--- src/conv_cfg.svh ---
`ifndef CONV_CFG_SVH
`define CONV_CFG_SVH

// blocks per row and per column
`define CONV_GRID_X 20
`define CONV_GRID_Y 16

// channels, and pixels per channel in one bank word
`define CONV_CH 3
`define CONV_PIX 9

// activation, weight and bias width
`define CONV_ELEM_W 10
`define CONV_ACC_W 23

// bias sits 8 bits up and the result is taken from bit 8
`define CONV_BIAS_SHIFT 8
`define CONV_ROUND 128

`define CONV_ADDR_W 9
`define CONV_WADDR_W 7

`endif

--- src/conv_pkg.sv ---
`include "conv_cfg.svh"

package conv_pkg;

    typedef logic signed [`CONV_ELEM_W-1:0] elem_t;
    typedef logic signed [`CONV_ACC_W-1:0] acc_t;
    typedef logic [6:0] pos_t;

    // one bank word as 27 elements or as channel by pixel
    typedef union packed {
        elem_t [`CONV_CH*`CONV_PIX-1:0] flat;
        elem_t [`CONV_CH-1:0][`CONV_PIX-1:0] ch;
    } act_word_u;

    typedef acc_t [`CONV_CH*`CONV_PIX-1:0] sum_word_t;

    typedef enum logic [2:0] {
        st_idle,
        st_bias_load,
        st_stream,
        st_wait_shift,
        st_finish
    } layer_state_e;

endpackage

--- src/conv_if.sv ---
`timescale 1ns/1ps

// fetched bank word with its block position
interface act_if;
    logic valid;
    conv_pkg::pos_t bx;
    conv_pkg::pos_t by;
    conv_pkg::act_word_u act;

    modport src (
        output valid,
        output bx,
        output by,
        output act
    );
    modport dst (
        input valid,
        input bx,
        input by,
        input act
    );
endinterface


--- src/act_fetch.sv ---
`timescale 1ns/1ps

module act_fetch (
    input  logic clk,
    input  logic rst_n,
    input  logic rd_valid,
    input  conv_pkg::pos_t rd_bx,
    input  conv_pkg::pos_t rd_by,
    input  conv_pkg::act_word_u sram_rdata_0,
    input  conv_pkg::act_word_u sram_rdata_1,
    input  conv_pkg::act_word_u sram_rdata_2,
    input  conv_pkg::act_word_u sram_rdata_3,
    act_if.src act
);
    logic tag_valid;
    conv_pkg::pos_t tag_bx;
    conv_pkg::pos_t tag_by;
    conv_pkg::act_word_u word;

    // tag lines up with the synchronous read data
    always_ff @(posedge clk) begin
        if (!rst_n) begin
            tag_valid <= 1'b0;
            act.valid <= 1'b0;
        end else begin
            tag_valid <= rd_valid;
            act.valid <= tag_valid;
        end
    end

    always_ff @(posedge clk) begin
        tag_bx <= rd_bx;
        tag_by <= rd_by;
        act.bx <= tag_bx;
        act.by <= tag_by;
        act.act <= word;
    end

    // bank from y and x parity
    always_comb begin
        case ({tag_by[0], tag_bx[0]})
            2'b00: word = sram_rdata_0;
            2'b01: word = sram_rdata_1;
            2'b10: word = sram_rdata_2;
            default: word = sram_rdata_3;
        endcase
    end

endmodule

--- src/flat_wrapper.sv ---
// flat-port wrapper written by rule: the top's interface ports become plain ports
module act_fetch_flat 
  (clk, rst_n, rd_valid, rd_bx, rd_by, sram_rdata_0, sram_rdata_1, sram_rdata_2, sram_rdata_3, act_valid, act_bx, act_by, act_act);
  act_if act_i ();
  input  logic clk;
  input  logic rst_n;
  input  logic rd_valid;
  input  conv_pkg::pos_t rd_bx;
  input  conv_pkg::pos_t rd_by;
  input  conv_pkg::act_word_u sram_rdata_0;
  input  conv_pkg::act_word_u sram_rdata_1;
  input  conv_pkg::act_word_u sram_rdata_2;
  input  conv_pkg::act_word_u sram_rdata_3;
  output wire logic [$bits(act_i.valid)-1:0] act_valid;
  output wire logic [$bits(act_i.bx)-1:0] act_bx;
  output wire logic [$bits(act_i.by)-1:0] act_by;
  output wire logic [$bits(act_i.act)-1:0] act_act;
  assign act_valid = act_i.valid;
  assign act_bx = act_i.bx;
  assign act_by = act_i.by;
  assign act_act = act_i.act;
  act_fetch u_core (.clk(clk), .rst_n(rst_n), .rd_valid(rd_valid), .rd_bx(rd_bx), .rd_by(rd_by), .sram_rdata_0(sram_rdata_0), .sram_rdata_1(sram_rdata_1), .sram_rdata_2(sram_rdata_2), .sram_rdata_3(sram_rdata_3), .act(act_i));
endmodule
--- config.mk ---
export PLATFORM = sky130hd
export DESIGN_NAME = act_fetch_flat
export DESIGN_NICKNAME = d
export VERILOG_FILES = /design/src/conv_pkg.sv /design/src/conv_if.sv /design/src/act_fetch.sv /design/src/flat_wrapper.sv
export VERILOG_INCLUDE_DIRS = /design/src
export SDC_FILE = /design/constraint.sdc
export NUM_CORES = 1
export LEC_CHECK = 0
export ABC_AREA = 1
export ABC_CLOCK_PERIOD_IN_PS = 4200
export BUFFER_PORTS_ARGS = -buffer_cell sky130_fd_sc_hd__buf_2
export CAP_MARGIN = 20
export CORE_AREA = 2 2 534 536
export DETAILED_ROUTE_END_ITERATION = 8
export DIE_AREA = 0 0 536 538
export PLACE_DENSITY = 0.3
export SLEW_MARGIN = 10
export SYNTH_ARGS = -nofsm -noshare
export SYNTH_HDL_FRONTEND = slang
export SYNTH_SLANG_ARGS = --single-unit
--- constraint.sdc ---
create_clock -name clk -period 4.2 [get_ports clk]
set_clock_uncertainty 0.2 [all_clocks]
set_input_delay 0.84 -clock clk [delete_from_list [all_inputs] [get_ports clk]]
set_output_delay 0.84 -clock clk [all_outputs]
set_load 0.03 [all_outputs]
==> metrics.cfg <==
[flow_run]
drv_cap = 0

[die]
die_h_um = 538
die_width_um = 536
initial_core_util = 0.0489
rows = 196
pin_count = 1382
core_area_sq_mm = 0.283
design.die.area_sq_mm = 0.288

[detailed_routing]
ant_nets = 0
dr.first_iter.drc_count = 1584
route.detailed.drc = 0
via_per_inst = 3.19
wl_um = 204000
vias = 22376
dr.pass1.iters = 6
wire_per_inst_um = 29.1

[final_layout]
fillCellCount = 33667
multi_input_area_sq_mm = 0.00678
layout.nets = 4230
ff_latch_area_sq_mm = 0.00601
drive_gt1_frac = 0.474
area_growth_pct = 93.9

[min_path]
hp-class = primary input to flip-flop
hp-start = rd_bx[0]
hold_end = u_core.tag_bx[0]$_DFF_P_
whs_path_depth = 1

[worst_setup_path]
cp.required_ps = 3160
path_cells = buf_2
arrival_ps = 1480
path_class = flip-flop to output pin
path_delay_family = flip-flops
rr_worst_depth = 3
cp_max_fo = 1
worstSetupEndpointType = output pin
path_buf_inv = 1
r2r-start = u_core.tag_bx[0]$_DFF_P_
crit_path_start_kind = flip-flop
reg2reg_slack_ps = 1740
r2r_end = u_core.act.act[166]$_DFF_P_
cp_slowest_stage_delay_ps = 500
critPathSlowestCell = dfxtp_1

[sta]
rsz0062_at_grt = false
holdWs_ps = 103
report.final.slew_viol_count = 0
fmax_mhz = 398
setup_tns_ps = 0
timing.final.crit_period_ps = 2520
worst_pin_slew_ps = 1200
setup_viol = 0
hold_violations = 0
post-route-period-util = 0.599
slew_headroom = 0.202

[global_route]
grt_max_degree = 162
grt_pass1_wl_um = 251000
antenna_found_initial = 330
grtUsageTotal = 0.135
grt_overflow_total = 0
first_global_vias = 22308

[clock_network]
clkTransAtPathRegs_ps = 60
cts_tree = built
clk-insertion-delay-late_ps = 680
cts_root_buffer = clkbuf_16
post_cts_resized = 0
clock_sinks = 300
clock_path_buffers = 3
h-tree-depth = 2
cts_buffers = 49

[power_and_ir_drop]
p_per_area_mw_per_mm2 = 384
ir_worst_vdd_mv = 0.306
p_leak_uw = 0.0114

[yosys]
synth_warnings = 0
synth-edff-count = 0
synth.most_common_cell = nand3_1
yosys-top-cells-area = dfxtp_1, nand3_1, nand4_1
syn_nets = 2961
syn_inst = 1864
yosys-top-cells-count = nand3_1, dfxtp_1, nand2_1
synth_flop_cell = dfxtp_1
synth-seq-area-share = 0.433
synth_top_cell_by_area = dfxtp_1
avgSynthCellArea_sq_um = 7.43
syn_area_sq_mm = 0.0139
ys_types = 11
yosys_register_bits = 300
synth.top_cell.area_share = 0.433
ys_async_sr_fraction = 0

[placement]
io_buffer_count = 1381
dp_hpwl_um = 177000
gp_congestion = 0.933

[status]
status = complete, no violations

logic make-up after synthesis:
| family | count (synthesis) | share of synthesized area |
|---|---|---|
| buf+inv | 211 | 0.0777 |
| flops | 300 | 0.433 |
| simple gates | 1353 | 0.489 |
worst reg2reg max path: cells and delay by family (launching register included):
| family | cells | cell delay, ps |
|---|---|---|
| buffers and inverters | 1 | 360 |
| AND/OR/NAND/NOR | 2 | 1190 |
| flip-flops | 1 | 590 |
cell type report:
type	count	area share
tap	3762	0.175
clock buffer	68	0.0528
antenna	87	0.00810
clock inverter	22	0.0109
timing repair buffer	1425	0.276
inverter	4	0.00149
sequential	300	0.224
multi-input combinational	1353	0.252
registers in the layout, indices dropped and copies added, names as in the netlist:
signal            flops
u_core.act.bx         7
u_core.act.by         7
u_core.act.act      270
u_core.tag_valid      1
u_core.tag_bx         7
u_core.act.valid      1
u_core.tag_by         7
power breakdown:
| part | internal (uW) | switching (uW) |
|---|---|---|
| clock network | 2720 | 1860 |
| registers | 3140 | 139 |
| logic | 791 | 1660 |
| total | 6650 | 3660 |
through the flow:
step / setup WS (ps) / instances / instance area [sq um] / total power (uW) / util
final: 1680 / 7021 / 26900 / 10300 / 0.0949
after detailed placement: 1780 / 6833 / 24800 / 5840 / 0.0877
after global routing: 1640 / 6955 / 26700 / 10800 / 0.0943
after floorplan: 2700 / 1864 / 13900 / 4440 / -
after CTS: 1570 / 6934 / 26700 / 10600 / 0.0941
after global placement: 1800 / 6833 / 24800 / 5850 / 0.0877
worst max-delay path by stage:
stage	start	slack, ps	cells after the start	end
2_1_floorplan	u_core.act.act[0]$_DFF_P_	2700	0	act_act[0]
3_3_place_gp	u_core.tag_by[0]$_DFF_P_	1800	4	u_core.act.act[39]$_DFF_P_
3_5_place_dp	u_core.tag_bx[0]$_DFF_P_	1780	4	u_core.act.act[70]$_DFF_P_
4_1_cts	u_core.act.act[53]$_DFF_P_	1570	1	act_act[53]
5_1_grt	u_core.act.act[53]$_DFF_P_	1640	1	act_act[53]
6_report	u_core.act.act[63]$_DFF_P_	1680	1	act_act[63]
cell usage in the layout (no fill, tap or decap):
cell type         n
buf_12           11
buf_2          1381
buf_4            22
bufinv_16         6
clkbuf_1          7
clkbuf_16        49
clkbuf_8         12
clkinv_2          6
clkinv_4          5
clkinv_8          2
clkinvlp_4        3
dfxtp_1         298
dfxtp_4           2
diode_2          87
dlygate4sd3_1    11
inv_1             2
inv_6             2
nand2_1         272
nand3_1         810
nand4_1         270
nor2_4            1
routing by layer:
| layer | wire length [um] | GRT usage | share of wire | up-vias |
|---|---|---|---|---|
| met5 | 1680 | 0 | 0.0082 | - |
| li1 | - | - | - | 9458 |
| met1 | 71600 | 0.139 | 0.35 | 10512 |
| met3 | 31200 | 0.0907 | 0.15 | 603 |
| met4 | 6820 | 0.0367 | 0.033 | 250 |
| met2 | 93000 | 0.223 | 0.46 | 1553 |
what timing repair did:
action                                  4_1_cts  5_1_grt
buffers inserted                              0        0
endpoints found under the setup margin        0        0
hold endpoints to repair                     11        0
hold buffers                                 11        0
Power figures use the tool's default switching activity.
