File: src/conv_cfg.svh
`ifndef CONV_CFG_SVH
`define CONV_CFG_SVH

// blocks per row and per column
`define CONV_GRID_X 20
`define CONV_GRID_Y 16

// channels, and pixels per channel in one bank word
`define CONV_CH 3
`define CONV_PIX 9

// activation, weight and bias width
`define CONV_ELEM_W 10
`define CONV_ACC_W 23

// bias sits 8 bits up and the result is taken from bit 8
`define CONV_BIAS_SHIFT 8
`define CONV_ROUND 128

`define CONV_ADDR_W 9
`define CONV_WADDR_W 7

`endif

File: src/conv_pkg.sv
`include "conv_cfg.svh"

package conv_pkg;

    typedef logic signed [`CONV_ELEM_W-1:0] elem_t;
    typedef logic signed [`CONV_ACC_W-1:0] acc_t;
    typedef logic [6:0] pos_t;

    // one bank word as 27 elements or as channel by pixel
    typedef union packed {
        elem_t [`CONV_CH*`CONV_PIX-1:0] flat;
        elem_t [`CONV_CH-1:0][`CONV_PIX-1:0] ch;
    } act_word_u;

    typedef acc_t [`CONV_CH*`CONV_PIX-1:0] sum_word_t;

    typedef enum logic [2:0] {
        st_idle,
        st_bias_load,
        st_stream,
        st_wait_shift,
        st_finish
    } layer_state_e;

endpackage

File: src/conv_ctrl.sv
`timescale 1ns/1ps
`include "conv_cfg.svh"

module conv_ctrl (
    input  logic clk,
    input  logic rst_n,
    input  logic enable,
    input  logic last_written,
    input  logic shift_finish,
    output logic rd_valid,
    output conv_pkg::pos_t rd_bx,
    output conv_pkg::pos_t rd_by,
    output logic [`CONV_ADDR_W-1:0] sram_raddr,
    output logic [4:0] sram_raddr_bias,
    output logic bias_load,
    output logic [1:0] bias_sel,
    output logic valid_conv1,
    output logic valid
);
    localparam int addr_w = `CONV_ADDR_W;

    conv_pkg::layer_state_e state;
    conv_pkg::pos_t bx;
    conv_pkg::pos_t by;
    logic [1:0] bias_cnt;
    logic issue_done;
    logic issue;
    logic last_issue;

    assign issue = (state == conv_pkg::st_stream) && !issue_done;
    assign last_issue = issue && bx == conv_pkg::pos_t'(`CONV_GRID_X - 1)
                        && by == conv_pkg::pos_t'(`CONV_GRID_Y - 1);

    always_ff @(posedge clk) begin
        if (!rst_n) begin
            state <= conv_pkg::st_idle;
            bx <= '0;
            by <= '0;
            bias_cnt <= '0;
            issue_done <= 1'b0;
            rd_valid <= 1'b0;
            bias_load <= 1'b0;
            bias_sel <= '0;
        end else begin
            rd_valid <= issue;
            // bias data comes back one cycle after its address
            bias_load <= (state == conv_pkg::st_bias_load);
            bias_sel <= bias_cnt;
            case (state)
                conv_pkg::st_idle: begin
                    if (enable) begin
                        state <= conv_pkg::st_bias_load;
                        bias_cnt <= '0;
                        bx <= '0;
                        by <= '0;
                        issue_done <= 1'b0;
                    end
                end
                conv_pkg::st_bias_load: begin
                    bias_cnt <= bias_cnt + 2'd1;
                    if (bias_cnt == 2'd2) begin
                        state <= conv_pkg::st_stream;
                    end
                end
                conv_pkg::st_stream: begin
                    if (last_issue) begin
                        issue_done <= 1'b1;
                    end else if (issue) begin
                        if (bx == conv_pkg::pos_t'(`CONV_GRID_X - 1)) begin
                            bx <= '0;
                            by <= by + 7'd1;
                        end else begin
                            bx <= bx + 7'd1;
                        end
                    end
                    // pipeline drained once the last block lands
                    if (last_written) begin
                        state <= conv_pkg::st_wait_shift;
                    end
                end
                conv_pkg::st_wait_shift: begin
                    if (shift_finish) begin
                        state <= conv_pkg::st_finish;
                    end
                end
                default: state <= conv_pkg::st_finish;
            endcase
        end
    end

    always_ff @(posedge clk) begin
        rd_bx <= bx;
        rd_by <= by;
        sram_raddr <= addr_w'(bx[6:1]) + addr_w'(by[6:1]) * addr_w'(10);
        if (state == conv_pkg::st_bias_load && bias_cnt != 2'd2) begin
            sram_raddr_bias <= {3'b000, bias_cnt} + 5'd1;
        end else begin
            sram_raddr_bias <= '0;
        end
    end

    assign valid_conv1 = (state == conv_pkg::st_wait_shift);
    assign valid = (state == conv_pkg::st_finish);

endmodule

File: config.mk
export PLATFORM = sky130hd
export DESIGN_NAME = conv_ctrl
export DESIGN_NICKNAME = d
export VERILOG_FILES = /design/src/conv_pkg.sv /design/src/conv_ctrl.sv
export VERILOG_INCLUDE_DIRS = /design/src
export SDC_FILE = /design/constraint.sdc
export NUM_CORES = 1
export LEC_CHECK = 0
export BUFFER_PORTS_ARGS = -buffer_cell sky130_fd_sc_hd__buf_2
export CAP_MARGIN = 0
export CORE_UTILIZATION = 50
export CTS_BUF_LIST = sky130_fd_sc_hd__clkbuf_2
export CTS_CLUSTER_DIAMETER = 200
export DETAILED_ROUTE_END_ITERATION = 8
export PLACE_DENSITY = 0.72
export SLEW_MARGIN = 15
export SYNTH_ARGS = -nofsm -noshare
export SYNTH_HDL_FRONTEND = slang
export SYNTH_SLANG_ARGS = --single-unit
File: constraint.sdc
create_clock -name clk -period 2.85 [get_ports clk]
set_input_delay 0.57 -clock clk [delete_from_list [all_inputs] [get_ports clk]]
set_output_delay 0.57 -clock clk [all_outputs]
set_load 0.01 [all_outputs]
==> qor.csv, run 1 <==
metric,value,unit
"Remaining Overflow, GRT",0,
vias in the first global route,1333,
CTS root buf,clkbuf_2,
"Async S/R FF share, synth",0,%
startpoint types,flip-flop,
synth unique cells,41,
placer congestion estimate,0.793,
Ys Warns,0,
Setup TNS Final,0,ps
worst skew pair latency,420,ps
Crit Path Category,flip-flop to flip-flop,
Crit path max-delay family,adder cells,
Slew headroom,54.8,%
die area,4560,um^2
#FFs+latches synth,49,
clock slew at reported path FFs,230,ps
most frequent cell on the critical path,ha_1,
Mapped Cells,210,
final hold slack,416,ps
"non-filler cells, final",300,
Synth Cell Area,2150,um^2
final hold viol count,0,
Post-synth EDFFs,0,
pwr dens,424,nW/um^2
hold-fix buffers at CTS,0,
"critical path, cell by cell",ha_1 > ha_1 > fa_1 > ha_1 > a21boi_0 > o21ai_0 > xor2_1,
ant diodes,0,
Port Buf Inserts,36,
CP Data Arrival Time,2750,ps
outcome,"complete, no violations",
Fmax,0.413,GHz
residual antenna-violating net count after detailed routing,0,
layout cell share with drive strength beyond 1,23.2,%
minimum clock period after layout,2420,ps
final period utilization,85.0,%
final setup margin,426,ps
average cell area after synthesis,10.2,um^2
initial antenna violation count,0,
first-pass GRT wire length,5.97,mm
"top cells by count, synth","dfxtp_1, ha_1, nor2_1, o21ai_0, nand2_1",
WL per Instance,12.0,um
hold crit path type,flip-flop to flip-flop,
vias per inst,5.21,
Setup crit end kind,flip-flop,
leading area contributor after synthesis,dfxtp_1,
"Max FO, Critical Path",7,
"slowest stage cell, crit path",dfxtp_1,
synth top area cells,"dfxtp_1, ha_1, o21ai_0",
largest net degree at the start of global routing,21,
Die Y-Extent,67.6,um
Clock Sinks,49,
Max stage delay on crit path,530,ps
DRT Wirelength,3.60,mm
Ports,39,
DRT iter0 DRCs,69,
Detail Placement HPWL,2.60,mm
Clock Skews,12.0,ps
share of the synthesized area in the top cell type,45.7,%
"count leader, synth",dfxtp_1,
RSZ-0062 raised after global routing,false,
initial core utilization,52.9,%
Worst-Margin Slew,670,ps
total track usage,17.8,%
Post-CTS Setup Inserts,0,
WP data required,3180,ps
DRC,0,
synthesis-to-finish area growth,12.3,%
post-synthesis sequential area ratio,45.7,%
num rows,23,
Setup WS pre-CTS,448,ps
CTS tree,built,
Num CTS Buffers,5,
Clock Tree Buf Depth,2,
placed cells,292,
Main synth FF type,dfxtp_1,
Final setup viols,0,
max-cap viol count,0,
H-tree levels,2,
core area,4060,um^2
Final Slew Violations,0,
DRT Pass-1 Iters,4,
post-CTS sizing,0,
NumNets Final,273,
P_leak,1.09,nW
Vias,1562,
maximum VDD drop,0.000189,V
worst path bufs/invs,0,
DIE WIDTH,67.6,um
-- stage by stage --
step | power [W] | instance area [um^2] | utilization (%)
2_1_floorplan | 0.000747 | 2150 | -
3_3_place_gp | 0.000759 | 2370 | 58.4
3_5_place_dp | 0.000760 | 2370 | 58.4
4_1_cts | 0.00104 | 2410 | 59.5
5_1_grt | 0.00107 | 2410 | 59.5
6_report | 0.00102 | 2410 | 59.5
-- cell families (layout without fill, tap and decap cells) --
group                      Yosys count  in the layout  synth area share, %
buffers and inverters               14             53                 3.03
adders and majority gates           19             19                 11.8
other                                1              2                0.175
AOI/OAI and AO/OA                   48             48                 16.9
and+or+nand+nor                     66             66                 17.1
xor gates and xnor gates            12             12                 4.89
DFF                                 49             49                 45.7
muxes                                1              1                0.466
-- path summary, 6_finish.rpt --
kind / from / end / slack [ps] / cells past startpoint
hold reg to reg: bx[0] / rd_bx[0] / 420 / 0
setup reg to reg: by[4] / sram_raddr[7] / 430 / 7
hold / removal: bx[0] / rd_bx[0] / 420 / 0
setup / recovery: by[4] / sram_raddr[7] / 430 / 7
-- final cells by class --
class	instances	area, um^2
Timing Repair Buffer	38	195
Inverter	7	26.3
Tap cell	50	62.6
Clock inverter	1	7.51
Multi-Input combinational cell	148	1110
Fill cell	355	1640
Sequential cell	49	981
Clock buffer	7	35.0
-- flip-flops by register name, summed over array words and instances, names as in the netlist --
register         count
sram_raddr_bias      3
bias_sel             2
bias_load            1
rd_bx                6
rd_by                7
by                   7
state                3
bx                   7
rd_valid             1
sram_raddr           9
bias_cnt             2
issue_done           1
-- per-layer routing --
metal / part of all wire, % / wire length, um / track usage, % / vias up
met5: 0 / 0 / 0 / -
met4: 1.4 / 52 / 7.18 / 0
met3: 3.6 / 128 / 5.57 / 7
met2: 45 / 1610 / 26.5 / 29
met1: 50 / 1810 / 23.7 / 710
li1: - / - / - / 816
-- power by group --
group          internal, W  leakage, nW  switching [W]
registers         0.000694        0.396     0.00000769
logic            0.0000158        0.670      0.0000289
clock network    0.0000677       0.0292       0.000209
-- worst reg2reg max path, stage by stage, from the launching register on --
cell	delay, ps
dfxtp_1	530
ha_1	290
ha_1	220
fa_1	440
ha_1	320
a21boi_0	240
o21ai_0	130
xor2_1	160
-- layout by cell type (no fill, tap or decap), types with 2 or more instances in the layout --
| master | synthesis | final |
|---|---|---|
| a2111oi_4 | 2 | 2 |
| a211oi_1 | 4 | 4 |
| a21boi_0 | 3 | 3 |
| a21o_1 | 4 | 4 |
| a21oi_1 | 9 | 9 |
| a31oi_1 | 3 | 3 |
| and2_1 | 7 | 7 |
| and3_2 | 3 | 3 |
| buf_2 | 1 | 36 |
| buf_4 | 3 | 2 |
| clkbuf_2 | 0 | 7 |
| conb_1 | 1 | 2 |
| dfxtp_1 | 49 | 49 |
| fa_1 | 2 | 2 |
| ha_1 | 17 | 17 |
| inv_1 | 7 | 7 |
| nand2_1 | 13 | 13 |
| nand2b_1 | 2 | 2 |
| nand3_1 | 4 | 4 |
| nor2_1 | 14 | 14 |
| nor2b_1 | 7 | 7 |
| nor3_1 | 4 | 4 |
| nor3b_1 | 4 | 4 |
| nor4b_1 | 2 | 2 |
| o21ai_0 | 14 | 14 |
| o221a_2 | 3 | 3 |
| xnor2_1 | 8 | 8 |
| xor2_1 | 4 | 4 |
Power figures use the tool's default switching activity.
==> run 2, diff against run 1 <==
Settings changed: ABC_AREA set to 1.
==> qor.csv, run 2 <==
metric,value,unit,change
outcome,"complete, no violations",,
"commonest non-fill, non-tap cell in the layout",dfxtp_1,,
Max Used Layer,met4,,
internal power,0.00136,W,+75%
Detail Placement HPWL,2.84,mm,+9.2%
Crit path max-delay family,adder cells,,
Post-CTS Setup Inserts,0,,unchanged
residual antenna-violating net count after detailed routing,0,,unchanged
CTS tree,built,,
DRT Wirelength,3.79,mm,+5.2%
"critical path, cell by cell",ha_1 > ha_1 > fa_1 > ha_1 > nand2_1 > inv_1 > nand4_1 > nand3_1 > nand3_1 > xor2_1,,
startpoint types,flip-flop,,
first-pass GRT wire length,6.49,mm,+8.7%
H-tree levels,2,,unchanged
final hold viol count,0,,unchanged
largest net degree at the start of global routing,16,,-24%
Ports,39,,unchanged
final hold slack,419,ps,+3.57 ps
core area,4120,um^2,+1.4%
CP Depth,10,,+3
post-synthesis sequential area ratio,44.4,%,-1.2 points
Fmax,0.394,GHz,-4.5%
num rows,23,,unchanged
WP data required,3200,ps,+20 ps
"Async S/R FF share, synth",0,%,unchanged
Setup WS pre-CTS,352,ps,-96.4 ps
Final setup viols,0,,unchanged
fill count,389,,+9.6%
Clock Sinks,49,,unchanged
DRC,0,,unchanged
pwr dens,877,nW/um^2,+110%
Vias,1694,,+8.5%
Setup TNS Final,0,ps,unchanged
layout cell share with drive strength beyond 1,21.0,%,-2.2 points
Die Y-Extent,68.5,um,+1.3%
sequential share of power,44.6,%,-24 points
"top cells by count, synth","dfxtp_1, nand2_1, nor2_1, inv_1, a21oi_1",,
Clock Skews,29.4,ps,+17.4 ps
Main synth FF type,dfxtp_1,,
average cell area after synthesis,8.59,um^2,-16%
Met3 Wirelength,170,um,+33%
NumNets Final,318,,+16%
RSZ-0062 raised after global routing,false,,
clock share of power,20.7,%,-6.4 points
Port Buf Inserts,36,,unchanged
most frequent cell on the critical path,ha_1,,
Post-synth EDFFs,0,,unchanged
DRT Pass-1 Iters,4,,unchanged
final setup margin,311,ps,-115 ps
final period utilization,89.1,%,+4.0 points
P_leak,1.26,nW,+15%
"slowest stage cell, crit path",dfxtp_1,,
DRT iter0 DRCs,67,,-2.9%
placer congestion estimate,0.795,,+0.23%
footprint of the multi-input gates,1060,um^2,-4.5%
Largest register FFs,9,,unchanged
"Remaining Overflow, GRT",0,,unchanged
DIE WIDTH,68.5,um,+1.3%
"count leader, synth",dfxtp_1,,
synth unique cells,32,,-22%
hold depth,0,,unchanged
synth top area cells,"dfxtp_1, ha_1, nand2_1",,
Setup crit end kind,flip-flop,,
worst path bufs/invs,1,,+1
Comb pwr share,34.7,%,+30 points
vias per inst,4.91,,-5.7%
worst skew pair latency,440,ps,+20 ps
WL per Instance,11.0,um,-8.6%
met2 wire length,1.80,mm,+12%
total track usage,18.7,%,+0.92 points
Synth Cell Area,2210,um^2,+2.8%
die area,4690,um^2,+2.7%
#FFs+latches synth,49,,unchanged
hold crit path type,flip-flop to flip-flop,,
Sw Ratio,37.8,%,+14 points
Ys Warns,0,,unchanged
CTS root buf,clkbuf_2,,
hold-fix buffers at CTS,0,,unchanged
initial antenna violation count,0,,unchanged
Max stage delay on crit path,540,ps,about the same
max-cap viol count,0,,unchanged
Biggest register,sram_raddr,,
leading area contributor after synthesis,dfxtp_1,,
switching power,0.000828,W,+240%
initial core utilization,53.7,%,+0.72 points
maximum VDD drop,0.000496,V,+160%
Mapped Cells,257,,+22%
vias in the first global route,1537,,+15%
minimum clock period after layout,2540,ps,+115 ps
Final Cell Area,2490,um^2,+3.4%
Area after DPL,2400,um^2,+1.4%
post-CTS sizing,0,,unchanged
Crit Path Category,flip-flop to flip-flop,,
ant diodes,0,,unchanged
synthesis-to-finish area growth,13.0,%,
clock slew at reported path FFs,260,ps,+30 ps
most frequent cells in the layout,"dfxtp_1, nand2_1, buf_2",,
CP Data Arrival Time,2890,ps,+140 ps
Final Slew Violations,0,,unchanged
depth of the worst register-to-register path,10,,+3
M1 wire length,1.77,mm,-2.4%
Clock Tree Buf Depth,2,,unchanged
Seq. cell area,981,um^2,unchanged
Num CTS Buffers,5,,unchanged
share of the synthesized area in the top cell type,44.4,%,-1.2 points
"Max FO, Critical Path",9,,+2
"Core Util, Final",60.6,%,+1.1 points
-- run 2: path summary, 6_finish.rpt --
path                            startpoint       endpoint  slack, ps
worst max-delay path                 by[2]  sram_raddr[8]        310
worst min register to register       bx[0]       rd_bx[0]        420
worst min-delay path                 bx[0]       rd_bx[0]        420
worst max register to register       by[2]  sram_raddr[8]        310
-- run 2: cell type report --
cell class | count | area share (%)
sequential | 49 | 39.3
inverter | 32 | 5.02
clock buffer | 5 | 1.00
clock inverter | 3 | 2.61
timing repair buffer | 36 | 7.22
tap | 50 | 2.51
multi-input combinational | 170 | 42.3
-- run 2: metrics by stage --
stage / power, W / cells
after floorplan: 0.00157 / 258
after global placement: 0.00175 / 337
after detailed placement: 0.00176 / 337
after CTS: 0.00222 / 345
after global routing: 0.00236 / 345
final: 0.00219 / 345
-- run 2: power by group through the flow --
stage          clock [W]  combinational (W)  sequential, W
2_1_floorplan          0           0.000560        0.00101
5_1_grt         0.000493           0.000857        0.00101
3_3_place_gp           0           0.000756       0.000990
6_report        0.000454           0.000758       0.000976
3_5_place_dp           0           0.000763       0.000995
4_1_cts         0.000468           0.000768       0.000979
-- run 2: per-layer routing --
layer | GRT usage, % | vias up
met4 | 7.03 | 0
met1 | 23.8 | 755
met5 | 0 | -
met3 | 5.00 | 5
li1 | - | 892
met2 | 30.0 | 42
-- run 2: cells by family after synthesis --
group           share of synthesized area, %
buf+inv                                 7.93
fa+ha+maj                               11.4
flops                                   44.4
compound gates                          10.0
other cells                            0.170
simple gates                            20.5
xor+xnor                                5.55
==> run 3, diff against run 2 <==
Settings changed: CTS_BUF_LIST sky130_fd_sc_hd__clkbuf_2 to sky130_fd_sc_hd__clkbuf_8.
==> qor.csv, run 3 (synthesis gave the netlist of run 2 again) <==
metric,value,unit,change
outcome,"complete, no violations",,
minimum clock period after layout,2500,ps,-39.0 ps
initial antenna violation count,0,,unchanged
most frequent cells in the layout,"dfxtp_1, nand2_1, buf_2",,
Max stage delay on crit path,480,ps,-60 ps
final hold viol count,0,,unchanged
Biggest register,sram_raddr,,
"commonest non-fill, non-tap cell in the layout",dfxtp_1,,
Post-CTS Setup Inserts,0,,unchanged
RSZ-0062 raised after global routing,false,,
synthesis-to-finish area growth,15.0,%,
Area after DPL,2400,um^2,unchanged
WP data required,3040,ps,-160 ps
"slowest stage cell, crit path",dfxtp_1,,
"Max FO, Critical Path",9,,unchanged
pwr dens,911,nW/um^2,+3.8%
post-CTS sizing,0,,unchanged
ant diodes,0,,unchanged
DRT Pass-1 Iters,4,,unchanged
Final Slew Violations,0,,unchanged
WL per Instance,11.0,um,+0.63%
first-pass GRT wire length,6.52,mm,+0.52%
most frequent cell on the critical path,ha_1,,
Clock Sinks,49,,unchanged
Final Cell Area,2540,um^2,+1.8%
Tot Pwr,0.00231,W,+5.7%
fill count,375,,-3.6%
startpoint types,flip-flop,,
Clock Tree Buf Depth,2,,unchanged
footprint of the multi-input gates,1060,um^2,unchanged
Die Y-Extent,68.5,um,unchanged
residual antenna-violating net count after detailed routing,0,,unchanged
Detail Placement HPWL,2.84,mm,unchanged
Seq. cell area,981,um^2,unchanged
total track usage,18.9,%,+0.13 points
hold crit path type,flip-flop to flip-flop,,
final hold slack,408,ps,-11.5 ps
CP Data Arrival Time,2690,ps,-200 ps
final period utilization,87.7,%,-1.4 points
clock slew at reported path FFs,90,ps,-170 ps
Setup crit end kind,flip-flop,,
vias in the first global route,1546,,+0.59%
DIE WIDTH,68.5,um,unchanged
"Remaining Overflow, GRT",0,,unchanged
num rows,23,,unchanged
CTS tree,built,,
Num CTS Buffers,5,,unchanged
die area,4690,um^2,unchanged
Crit Path Category,flip-flop to flip-flop,,
DRT iter0 DRCs,70,,+4.5%
largest net degree at the start of global routing,16,,unchanged
worst skew pair latency,300,ps,-140 ps
DRC,0,,unchanged
vias per inst,4.88,,-0.71%
placer congestion estimate,0.795,,unchanged
Port Buf Inserts,36,,unchanged
Ports,39,,unchanged
Final setup viols,0,,unchanged
Fmax,0.400,GHz,+1.6%
H-tree levels,2,,unchanged
Setup TNS Final,0,ps,unchanged
"critical path, cell by cell",ha_1 > ha_1 > fa_1 > ha_1 > nand2_1 > inv_1 > nand4_1 > nand3_1 > nand3_1 > xor2_1,,
NumNets Final,318,,unchanged
r2r setup slk,350,ps,+40 ps
Clock Skews,6.97,ps,-22.4 ps
initial core utilization,53.7,%,unchanged
DRT Wirelength,3.81,mm,+0.63%
layout cell share with drive strength beyond 1,21.0,%,unchanged
core area,4120,um^2,unchanged
maximum VDD drop,0.000516,V,+4.0%
worst path bufs/invs,1,,unchanged
CTS root buf,clkbuf_8,,
hold-fix buffers at CTS,0,,unchanged
P_leak,1.27,nW,+1.2%
Largest register FFs,9,,unchanged
Vias,1682,,-0.71%
max-cap viol count,0,,unchanged
Crit path max-delay family,adder cells,,
==> run 3: final timing paths <==
kind / cells past startpoint / to / from
max: 10 / sram_raddr[8] / by[2]
min: 0 / sram_raddr[0] / bx[1]
max reg2reg: 10 / sram_raddr[8] / by[2]
min reg2reg: 0 / sram_raddr[0] / bx[1]
==> run 3: layout make-up <==
class                   instances  share of cell area, %
clock buffers                   5                   2.71
multi-input cells             170                   41.6
repair buffers                 36                   7.10
flip-flops and latches         49                   38.6
clock inverters                 3                   2.56
inverters                      32                   4.93
well taps                      50                   2.46
==> run 3: stage by stage <==
| stage | util, % | cells | setup WS (ps) |
|---|---|---|---|
| 2_1_floorplan | - | 258 | 552 |
| 4_1_cts | 61.7 | 345 | 348 |
| 6_report | 61.7 | 345 | 350 |
| 3_5_place_dp | 58.4 | 337 | 352 |
| 3_3_place_gp | 58.4 | 337 | 459 |
| 5_1_grt | 61.7 | 345 | 185 |
==> run 3: metal layers <==
metal / global-route usage, % / part of all wire [%] / up-vias
met3: 5.50 / 4.0 / 6
met1: 23.9 / 48 / 747
li1: - / - / 894
met4: 7.03 / 1.5 / 0
met5: 0 / 0 / -
met2: 29.9 / 46 / 35
==> run 3: power by group <==
group | internal [W] | switching, W | leakage (nW)
combinational | 0.000278 | 0.000481 | 0.807
sequential | 0.000847 | 0.000129 | 0.399
clock | 0.000348 | 0.000228 | 0.0681
total | 0.00147 | 0.000838 | 1.27
