[config.mk]
export PLATFORM = sky130hd
export DESIGN_NAME = result_writer_flat
export DESIGN_NICKNAME = d
export VERILOG_FILES = /design/src/conv_pkg.sv /design/src/conv_if.sv /design/src/result_writer.sv /design/src/flat_wrapper.sv
export VERILOG_INCLUDE_DIRS = /design/src
export SDC_FILE = /design/constraint.sdc
export NUM_CORES = 1
export LEC_CHECK = 0
export BUFFER_PORTS_ARGS = -buffer_cell sky130_fd_sc_hd__buf_2
export CAP_MARGIN = 20
export CORE_AREA = 3 3 357 359
export DETAILED_ROUTE_END_ITERATION = 10
export DIE_AREA = 0 0 360 362
export PLACE_DENSITY = 0.37
export SLEW_MARGIN = 40
export SYNTH_ARGS = -nofsm -noshare
export SYNTH_HDL_FRONTEND = slang
export SYNTH_SLANG_ARGS = --single-unit
[constraint.sdc]
create_clock -name clk -period 1.9 [get_ports clk]
set_input_delay 0.285 -clock clk [delete_from_list [all_inputs] [get_ports clk]]
set_output_delay 0.285 -clock clk [all_outputs]
set_load 0.01 [all_outputs]
[src/conv_cfg.svh]
`ifndef CONV_CFG_SVH
`define CONV_CFG_SVH

// blocks per row and per column
`define CONV_GRID_X 20
`define CONV_GRID_Y 16

// channels, and pixels per channel in one bank word
`define CONV_CH 3
`define CONV_PIX 9

// activation, weight and bias width
`define CONV_ELEM_W 10
`define CONV_ACC_W 23

// bias sits 8 bits up and the result is taken from bit 8
`define CONV_BIAS_SHIFT 8
`define CONV_ROUND 128

`define CONV_ADDR_W 9
`define CONV_WADDR_W 7

`endif

[src/conv_pkg.sv]
`include "conv_cfg.svh"

package conv_pkg;

    typedef logic signed [`CONV_ELEM_W-1:0] elem_t;
    typedef logic signed [`CONV_ACC_W-1:0] acc_t;
    typedef logic [6:0] pos_t;

    // one bank word as 27 elements or as channel by pixel
    typedef union packed {
        elem_t [`CONV_CH*`CONV_PIX-1:0] flat;
        elem_t [`CONV_CH-1:0][`CONV_PIX-1:0] ch;
    } act_word_u;

    typedef acc_t [`CONV_CH*`CONV_PIX-1:0] sum_word_t;

    typedef enum logic [2:0] {
        st_idle,
        st_bias_load,
        st_stream,
        st_wait_shift,
        st_finish
    } layer_state_e;

endpackage

[src/conv_if.sv]


// biased accumulator sums with their block position
interface sum_if;
    logic valid;
    conv_pkg::pos_t bx;
    conv_pkg::pos_t by;
    conv_pkg::sum_word_t sum;

    modport src (
        output valid,
        output bx,
        output by,
        output sum
    );
    modport dst (
        input valid,
        input bx,
        input by,
        input sum
    );
endinterface

[src/result_writer.sv]
`timescale 1ns/1ps
`include "conv_cfg.svh"

module result_writer (
    input  logic clk,
    input  logic rst_n,
    sum_if.dst sum,
    output logic sram_wen_0,
    output logic sram_wen_1,
    output logic sram_wen_2,
    output logic sram_wen_3,
    output logic [`CONV_WADDR_W-1:0] sram_waddr,
    output conv_pkg::act_word_u sram_wdata,
    output logic last_written
);
    localparam int waddr_w = `CONV_WADDR_W;

    conv_pkg::acc_t rounded [`CONV_CH*`CONV_PIX];
    conv_pkg::act_word_u word_n;
    logic [1:0] bank;

    assign bank = {sum.by[0], sum.bx[0]};

    // round half up, then keep the 10 bits above the fraction
    always_comb begin
        for (int r = 0; r < `CONV_CH*`CONV_PIX; r++) begin
            rounded[r] = sum.sum[r] + conv_pkg::acc_t'(`CONV_ROUND);
            word_n.flat[r] = rounded[r][`CONV_BIAS_SHIFT +: `CONV_ELEM_W];
        end
    end

    always_ff @(posedge clk) begin
        if (!rst_n) begin
            sram_wen_0 <= 1'b1;
            sram_wen_1 <= 1'b1;
            sram_wen_2 <= 1'b1;
            sram_wen_3 <= 1'b1;
            last_written <= 1'b0;
        end else begin
            sram_wen_0 <= !(sum.valid && bank == 2'd0);
            sram_wen_1 <= !(sum.valid && bank == 2'd1);
            sram_wen_2 <= !(sum.valid && bank == 2'd2);
            sram_wen_3 <= !(sum.valid && bank == 2'd3);
            last_written <= sum.valid
                            && sum.bx == conv_pkg::pos_t'(`CONV_GRID_X - 1)
                            && sum.by == conv_pkg::pos_t'(`CONV_GRID_Y - 1);
        end
    end

    // same address the block was read from
    always_ff @(posedge clk) begin
        sram_waddr <= waddr_w'(sum.bx[6:1]) + waddr_w'(sum.by[6:1]) * waddr_w'(10);
        sram_wdata <= word_n;
    end

endmodule

[src/flat_wrapper.sv]
// flat-port wrapper written by rule: the top's interface ports become plain ports
module result_writer_flat 
  (clk, rst_n, sram_wen_0, sram_wen_1, sram_wen_2, sram_wen_3, sram_waddr, sram_wdata, last_written, sum_valid, sum_bx, sum_by, sum_sum);
  sum_if sum_i ();
  input  logic clk;
  input  logic rst_n;
  output logic sram_wen_0;
  output logic sram_wen_1;
  output logic sram_wen_2;
  output logic sram_wen_3;
  output logic [`CONV_WADDR_W-1:0] sram_waddr;
  output conv_pkg::act_word_u sram_wdata;
  output logic last_written;
  input wire logic [$bits(sum_i.valid)-1:0] sum_valid;
  input wire logic [$bits(sum_i.bx)-1:0] sum_bx;
  input wire logic [$bits(sum_i.by)-1:0] sum_by;
  input wire logic [$bits(sum_i.sum)-1:0] sum_sum;
  assign sum_i.valid = sum_valid;
  assign sum_i.bx = sum_bx;
  assign sum_i.by = sum_by;
  assign sum_i.sum = sum_sum;
  result_writer u_core (.clk(clk), .rst_n(rst_n), .sum(sum_i), .sram_wen_0(sram_wen_0), .sram_wen_1(sram_wen_1), .sram_wen_2(sram_wen_2), .sram_wen_3(sram_wen_3), .sram_waddr(sram_waddr), .sram_wdata(sram_wdata), .last_written(last_written));
endmodule
==> summary.md, run 1 <==
| Metric | Value |
|---|---|
| Rel. slew slack | 57.0% |
| Clock Path Buffers | 3 |
| DRC | 0 |
| GRT overflow | 0 |
| CTS tree | done |
| RSZ-0062 raised after global routing | false |
| Ys flop type | dfxtp_1 |
| Fin. max-slew vios | 0 |
| Largest net degree at the start of global routing | 12 |
| Worst Path Arrival | 2.33 ns |
| Fin worst setup slack | 0.0295 ns |
| Endpoint, Worst Hold | u_core.sram_wdata[265] |
| Crit start category | primary input |
| Fin crit period | 1.87 ns |
| Share of layout cells above drive strength 1 | 34.1% |
| Hold Startpoint | sum_sum[611] |
| # setup viols final | 0 |
| Die area | 130000 um^2 |
| Initial antenna violation count | 12 |
| Starting DRT DRC Count | 352 |
| Worst Tran Pin Value | 0.640 ns |
| Max Clock Freq | 535 MHz |
| Number of synthesized register bits | 282 |
| Post-synth EDFFs | 0 |
| First drt pass iteration count | 4 |
| Width of the die | 360 um |
| Die Y | 362 um |
| Hold Crit Class | primary input to register |
| Core area | 124000 um^2 |
| Post-synthesis instance area | 10200 um^2 |
| Pint | 12.0 mW |
| WL final | 50600 um |
| Number of max-cap violations | 0 |
| Total of fill cells in the finished design | 14000 |
| Worst slack, placed | -0.172 ns |
| GPL Wtd Cong | 0.778 |
| Power per standard cell area | 800 nW/um^2 |
| Post-Synthesis Cells | 932 |
| Fin nets | 2648 |
| Clock slew at reported path FFs | 0.05 ns |
| Sw Ratio | 26.7% |
| Initial Util | 8.22% |
| WP data required | 2.36 ns |
| Vias in the first global route | 11500 |
| Crit path max fanout | 4 |
| Syn nets | 1608 |
| Port bufs | 595 |
| Sequential-to-total area share from yosys stat | 55.3% |
| Area of the multi-input gates | 4540 um^2 |
| Number of vias per cell | 2.95 |
| Setup crit end kind | register |
| Area growth, synth to finish | 101% |
| GRT Overall Usage | 7.49% |
| Final non-filler cell area | 20500 um^2 |
| Placed Area | 15300 um^2 |
| Switch Pwr | 4.38 mW |
| Outcome | completed |
| Clk network pwr share | 43.1% |
| Syn_area_per_cell | 10.9 um^2 |
| Sink Count | 282 |
| IR drop worst, VDD | 578 uV |
| Setup CP Type | primary input to register |
| CTS buffer count | 38 |
| Post-DR wirelength/cell | 13.9 um |
| Register share of total power | 39.8% |
| Async S/R FF share, synth | 0% |
| Num rows | 129 |
| Hold Fails Final Rpt | 0 |
| Cells on Worst Hold Path | 2 |
| Register Area | 5650 um^2 |
| Ys Warns | 0 |
| Root Buffer | clkbuf_16 |
| # IOs | 920 |
| Combinational share of power | 17.2% |
| Yosys cell types | 28 |
| Routed via count | 10700 |
| Final critical-path share of the clock period | 98.4% |
| # H-tree levels | 2 |
| Routed Antenna Nets | 0 |
| Hpwl dp | 40800 um |
| Lkg Pwr | 8.75 nW |
| First-pass GRT wire length | 72500 um |
## worst max-delay path, cell delays in order
cell,delay [ns]
dlygate4sd3_1,0.55
buf_2,0.15
ha_1,0.25
and3_1,0.29
nand3_1,0.12
xnor2_1,0.13
dlygate4sd3_1,0.54
## per-layer routing
layer	track usage, %	wire length (um)	part of all wire, %	up-vias
li1	-	-	-	5273
met1	8.47	20500	41	4837
met2	12.4	23000	45	530
met3	3.19	5130	10	92
met4	3.11	1880	3.7	6
met5	0	31	0.061	-
## placed cells by master (no fill, tap or decap), types with 8 or more instances in the layout
master and instances:
nand2_1 58, nand3_1 112, ha_1 36, buf_4 15, buf_2 595, dlygate4sd3_1 390
clkbuf_16 38, clkbuf_8 8, nor2_1 46, dfxtp_1 282, xor2_1 74, and3_1 47
clkbuf_1 8, nand4_1 52, xnor2_1 176, inv_1 9
## registers in the layout, summed over array words and instances, names as in the netlist
| signal | count |
|---|---|
| u_core.sram_wen_2 | 1 |
| u_core.sram_wen_0 | 1 |
| u_core.last_written | 1 |
| u_core.sram_wen_3 | 1 |
| u_core.sram_wdata | 270 |
| u_core.sram_waddr | 7 |
| u_core.sram_wen_1 | 1 |
## logic make-up after synthesis
logic type,count (synthesis),synth area share [%]
xor+xnor,250,21.5
buf+inv,9,0.331
compound gates,8,0.491
fa+ha+maj,38,4.81
simple gates,345,17.6
flops,282,55.3
## Yosys cell counts, types with 3 or more instances
| master | count | area (um^2) |
|---|---|---|
| nand3_1 | 113 | 566 |
| nand2_1 | 58 | 218 |
| xnor2_1 | 176 | 1540 |
| ha_1 | 36 | 450 |
| inv_1 | 9 | 33.8 |
| and3_1 | 47 | 294 |
| and4_1 | 6 | 52.6 |
| xor2_1 | 74 | 648 |
| and2_1 | 5 | 31.3 |
| nor2_1 | 48 | 180 |
| dfxtp_1 | 282 | 5650 |
| nand4_1 | 52 | 325 |
| nor3_1 | 4 | 20.0 |
| a21oi_1 | 3 | 15.0 |
## power groups by stage
| stage | Clock [mW] | Combinational (mW) | Sequential, mW |
|---|---|---|---|
| 6_report | 7.06 | 2.81 | 6.52 |
| 5_1_grt | 7.63 | 3.06 | 6.56 |
| 4_1_cts | 7.47 | 2.84 | 6.52 |
| 3_5_place_dp | 0 | 2.13 | 6.65 |
| 3_3_place_gp | 0 | 2.14 | 6.65 |
| 2_1_floorplan | 0 | 0.509 | 6.88 |
## what timing repair did
action                     4_1_cts  5_1_grt
setup buffers                    0        0
setup endpoints to repair        0        8
hold endpoints to repair       269        0
resized for setup                0        7
hold buffers                   390        0
## how the worst max path moves through the flow
stage / startpoint / to / slack (ns)
2_1_floorplan: sum_by[2] / u_core.sram_waddr[6] / 0.06
3_3_place_gp: sum_by[4] / u_core.sram_waddr[6] / -0.15
3_5_place_dp: sum_by[4] / u_core.sram_waddr[6] / -0.17
4_1_cts: sum_sum[514] / u_core.sram_wdata[229] / 0.03
5_1_grt: sum_sum[99] / u_core.sram_wdata[49] / 0.004
6_report: sum_sum[583] / u_core.sram_wdata[259] / 0.03
## area by class of cell
cell class | count | share of cell area (%)
clock buffers | 54 | 5.33
clock inverters | 14 | 0.605
repair buffers | 1000 | 34.2
inverters | 9 | 0.165
flip-flops and latches | 282 | 27.6
diodes | 1 | 0.0122
multi-input cells | 641 | 22.2
well taps | 1637 | 10.0
## stage by stage
stage / total power, mW / TNS [ns] / utilization (%) / instances / hold WS, ns
final: 16.4 / 0 / 16.5 / 3638 / 0.0577
after global routing: 17.2 / 0 / 16.5 / 3637 / 0.0300
after CTS: 16.8 / 0 / 16.5 / 3637 / 0.00782
after global placement: 8.79 / -0.162 / 12.4 / 3179 / 0.433
after floorplan: 7.39 / 0 / - / 932 / 0.313
after detailed placement: 8.78 / -0.182 / 12.4 / 3179 / 0.433
Power figures use the tool's default switching activity.
==> run 2, diff against run 1 <==
- ABC_AREA: default -> 1
- CORE_AREA: 3 3 357 359 -> 3 3 356 358
- DIE_AREA: 0 0 360 362 -> 0 0 359 361
- PLACE_DENSITY: 0.37 -> default
==> run 2 against run 1 <==
  * Maximum frequency increased by 1.9%
  * Non-clock buffer count decreased by 93
  * First-iteration DRC count increased by 71%
  * Wire length increased by 14%
  * Combinational power increased by 4%
  * Via count increased by 15%
  * Clock power decreased by 2.8%
  * Largest cell class unchanged
  * Clock-buffer cell count decreased by 8
==> summary.md, run 2 <==
| Metric | Value |
|---|---|
| Area growth, synth to finish | 82.0% |
| Commonest non-fill, non-tap cells in the layout | 595 x buf_2, 323 x nand2_1, 300 x dlygate4sd3_1 |
| First-pass GRT wire length | 82100 um |
| Ys Warns | 0 |
| Sw Ratio | 28.0% |
| RSZ-0062 raised after global routing | false |
| Number of synthesized register bits | 282 |
| Switch Pwr | 4.56 mW |
| Synth top area share | 49.4% |
| Post-synthesis instance area | 11400 um^2 |
| Max reg flops | 270 |
| Syn nets | 1981 |
| GRT overflow | 0 |
| # IOs | 920 |
| Largest net degree at the start of global routing | 14 |
| GPL Wtd Cong | 0.902 |
| Initial Util | 9.25% |
| Port bufs | 595 |
| Root Buffer | clkbuf_16 |
| Hpwl dp | 46800 um |
| CTS buffer count | 37 |
| Sink Count | 282 |
| Pwr Total | 16.3 mW |
| Yosys cell types | 23 |
| WL final | 57500 um |
| # setup viols final | 0 |
| First drt pass iteration count | 6 |
| Width of the die | 359 um |
| Rel. slew slack | 67.1% |
| Combinational share of power | 17.9% |
| Post-synth EDFFs | 0 |
| Setup bufs post-CTS | 0 |
| Die area | 130000 um^2 |
| Setup CP Type | primary input to register |
| Sequential-to-total area share from yosys stat | 49.4% |
| Most common cell after layout, fill and taps aside | buf_2 |
| Clk network pwr share | 42.1% |
| Number of max-cap violations | 0 |
| Worst Path Arrival | 2.27 ns |
| Crit path max fanout | 3 |
| Post-DR wirelength/cell | 14.7 um |
| Fin nets | 2926 |
| Die Y | 361 um |
| Crit start category | primary input |
| Pint | 11.7 mW |
| Initial antenna violation count | 29 |
| Share of layout cells above drive strength 1 | 31.8% |
| Outcome | completed |
| Fin. max-slew vios | 0 |
| Worst Tran Pin Value | 0.492 ns |
| # H-tree levels | 2 |
| Final Non-Filler Cells | 3917 |
| WP data required | 2.33 ns |
| Async S/R FF share, synth | 0% |
| Lkg Pwr | 9.47 nW |
| Register share of total power | 40.0% |
| Post-synth top area cell | dfxtp_1 |
| IR drop worst, VDD | 615 uV |
| Power per standard cell area | 782 nW/um^2 |
| Post-Place Cells | 3547 |
| Clock Path Buffers | 3 |
| Routed Antenna Nets | 0 |
| Max Clock Freq | 545 MHz |
| Routed via count | 12300 |
| Hold Crit Class | primary input to register |
| DRC | 0 |
| Most common cell in the netlist | nand2_1 |
| Core area | 124000 um^2 |
| Vias in the first global route | 12800 |
| Most flops, register | u_core.sram_wdata |
| Num rows | 129 |
| CTS tree | done |
| Clock slew at reported path FFs | 0.05 ns |
| Ys flop type | dfxtp_1 |
| Post-synth top cells | 324 x nand2_1, 282 x dfxtp_1, 146 x xor2_1 |
| Setup crit end kind | register |
| Hold Fails Final Rpt | 0 |
| GRT Overall Usage | 8.59% |
| Fin crit period | 1.84 ns |
| Syn_area_per_cell | 8.77 um^2 |
| Starting DRT DRC Count | 601 |
| Final critical-path share of the clock period | 96.6% |
| Post-Synthesis Cells | 1305 |
| Number of vias per cell | 3.15 |
| Top area cells in the synthesized netlist | dfxtp_1 49%, xor2_1 11%, nand2_1 11%, xnor2_1 4.9%, nor2_1 4.0% |
| Top Registers | u_core.sram_wdata (270), u_core.sram_waddr (7) |
[run 2: timing repair]
action                                  in CTS  in global routing
endpoints found under the setup margin       0                  4
endpoints found under the hold margin      248                  0
gates resized for setup                      0                  7
hold buffers                               301                  0
[run 2: worst max-delay path, stage by stage]
cell	delay (ns)
buf_2	0.13
ha_1	0.20
nand3_2	0.12
nor2_2	0.23
nand3_1	0.10
nand2_1	0.07
dlygate4sd3_1	0.53
nand2_1	0.05
dlygate4sd3_1	0.55
[run 2: final cells by class]
type                       instances  area (um^2)
sequential                       282         5650
antenna                            5         12.5
fill                           13800       103000
clock inverter                    18          166
multi-input combinational        902         5400
inverter                         120          450
clock buffer                      46         1020
timing repair buffer             907         6080
tap                             1637         2050
[run 2: logic make-up after synthesis]
group	synth area share, %
and+or+nand+nor	25.8
DFF	49.4
xor gates and xnor gates	16.1
buffers and inverters	3.98
adders and majority gates	4.29
AOI/OAI and AO/OA	0.481
[run 2: worst paths after layout]
path | end | cells after the start | start
worst min-delay path | u_core.sram_wdata[74] | 2 | sum_sum[173]
worst max-delay path | u_core.sram_wdata[197] | 9 | sum_sum[445]
[run 2: power groups by stage]
stage	clock [mW]	combinational (mW)	sequential [mW]
2_1_floorplan	0	0.686	6.87
3_3_place_gp	0	2.35	6.63
3_5_place_dp	0	2.37	6.63
4_1_cts	7.18	2.94	6.51
5_1_grt	7.38	3.20	6.55
6_report	6.86	2.92	6.51
[run 2: layer usage]
metal	GRT usage, %	vias to the layer above	part of all wire (%)
li1	-	6028	-
met1	9.80	5521	41
met2	13.8	643	43
met3	3.73	125	10
met4	4.04	8	5.1
met5	0	-	0.082
[run 2: metrics by stage]
step | cell area [um^2] | TNS, ns | worst slack [ns] | hold WS (ns) | utilization (%)
after floorplan | 11500 | -0.00733 | -0.00733 | 0.313 | -
after global placement | 16600 | -0.374 | -0.230 | 0.457 | 13.4
after detailed placement | 16600 | -0.374 | -0.235 | 0.456 | 13.4
after CTS | 20800 | 0 | 0.0187 | 0.000646 | 16.8
after global routing | 20800 | 0 | 0.0123 | 0.0233 | 16.8
final | 20800 | 0 | 0.0646 | 0.0391 | 16.8
==> run 3, diff against run 2 <==
- HOLD_SLACK_MARGIN: default -> 0.15
==> run 3 against run 2 <==
  * Combinational power rose by 15%
  * Power rose by 3.0%
  * Critical path depth fell by 1
  * Via count rose by 9.2%
  * Cell area rose by 9.9%
  * Highest routed layer unchanged
==> summary.md, run 3 (same netlist as run 2, synthesis figures left out) <==
| Metric | Value |
|---|---|
| Outcome | completed |
| Port bufs | 595 |
| Sink Count | 282 |
| RSZ-0062 raised after global routing | true |
| Fin worst setup slack | 0.0152 ns |
| Met3 Routed Length | 6570 um |
| Initial antenna violation count | 27 |
| WP data required | 2.36 ns |
| GRT Overall Usage | 9.28% |
| Max reg flops | 270 |
| CTS buffer count | 37 |
| Final critical-path share of the clock period | 99.2% |
| Most flops, register | u_core.sram_wdata |
| Share of layout cells above drive strength 1 | 29.6% |
| Root Buffer | clkbuf_16 |
| Fin Hold WS | 0.212 ns |
| Commonest non-fill, non-tap cells in the layout | 588 x buf_2, 489 x dlygate4sd3_1, 322 x nand2_1 |
| Setup CP Type | primary input to register |
| Routed Antenna Nets | 0 |
| Fin nets | 3120 |
| GRT overflow | 0 |
| WL final | 61900 um |
| Worst Path Arrival | 2.34 ns |
| Highest routed metal layer | met5 |
| Initial Util | 9.25% |
| Largest net degree at the start of global routing | 14 |
| Clock Path Buffers | 3 |
| DRC | 0 |
| Starting DRT DRC Count | 766 |
| GPL Wtd Cong | 0.902 |
| Worst Tran Pin Value | 0.545 ns |
| Area growth, synth to finish | 100% |
| Number of vias per cell | 3.27 |
| DRT met1 WL | 24400 um |
| Crit start category | primary input |
| Worst slack, placed | -0.235 ns |
| Setup crit end kind | register |
| Die area | 130000 um^2 |
| Crit path max fanout | 4 |
| Lkg Pwr | 10.4 nW |
| Post-DR wirelength/cell | 15.0 um |
| CTS tree | done |
| Vias in the first global route | 14400 |
| Fin crit period | 1.88 ns |
| Rel. slew slack | 63.5% |
| Num rows | 129 |
| Fin. max-slew vios | 0 |
| IR drop worst, VDD | 623 uV |
| # setup viols final | 0 |
| Number of max-cap violations | 0 |
| Pwr Total | 16.8 mW |
| Final Non-Filler Cells | 4116 |
| Post-Place Cells | 3547 |
| # H-tree levels | 2 |
| Hold Crit Class | primary input to register |
| Max Clock Freq | 531 MHz |
| First drt pass iteration count | 7 |
| # IOs | 920 |
| TNS Setup | 0 ns |
| Clock slew at reported path FFs | 0.06 ns |
| Die Y | 361 um |
| Routed met2 length | 27100 um |
| Hpwl dp | 46800 um |
| Top Registers | u_core.sram_wdata (270), u_core.sram_waddr (7) |
| Power per standard cell area | 734 nW/um^2 |
| Routed via count | 13500 |
| Most common cell after layout, fill and taps aside | buf_2 |
| First-pass GRT wire length | 90000 um |
| Width of the die | 359 um |
| Core area | 124000 um^2 |
| Hold Fails Final Rpt | 0 |
-- run 3: changes by cell type in the layout (fill, tap and decap cells not counted), sizes merged --
cell,change
dlygate4sd3,+189
dlymetal6s4s,+7
diode,+5
buf,-2
-- run 3: layout make-up --
class | instances | area (um^2)
diodes | 10 | 25.0
fillers | 13500 | 101000
clock inverters | 18 | 166
well taps | 1637 | 2050
flip-flops and latches | 282 | 5650
clock buffers | 46 | 1020
repair buffers | 1101 | 8060
multi-input cells | 902 | 5460
inverters | 120 | 450
-- run 3: stage by stage --
stage                     util (%)  cell area, um^2
after global placement        13.4            16600
after CTS                     18.4            22800
final                         18.5            22900
after global routing          18.5            22900
after floorplan                  -            11500
after detailed placement      13.4            16600
-- run 3: what timing repair did --
action / CTS / global route
resized for setup: 0 / 29
hold endpoints to repair: 279 / 0
hold buffers: 502 / 0
setup buffers: 0 / 4
setup endpoints to repair: 0 / 15
-- run 3: path summary, 6_finish.rpt --
| check | to | startpoint | cells after the start | slack (ns) |
|---|---|---|---|---|
| setup / recovery | u_core.sram_wdata[57] | sum_sum[123] | 8 | 0.02 |
| hold / removal | u_core.sram_wdata[71] | sum_sum[168] | 3 | 0.21 |
-- run 3: worst max-delay path, stage by stage --
cell	delay, ns
dlygate4sd3_1	0.53
buf_2	0.14
ha_1	0.24
nand3_1	0.19
nor2_4	0.18
nand2_1	0.08
xnor2_1	0.13
dlygate4sd3_1	0.56
-- run 3: where the power goes --
| part | internal [mW] | leakage (nW) | switching (mW) | total, mW |
|---|---|---|---|---|
| Clock | 3.99 | 0.571 | 2.90 | 6.89 |
| Combinational | 1.70 | 7.40 | 1.67 | 3.37 |
| Sequential | 6.38 | 2.38 | 0.136 | 6.52 |
-- run 3: per-layer routing --
layer / track usage [%] / vias to the layer above
li1: - / 6422
met1: 10.2 / 6161
met2: 15.0 / 701
met3: 4.06 / 163
met4: 5.10 / 10
met5: 0 / -
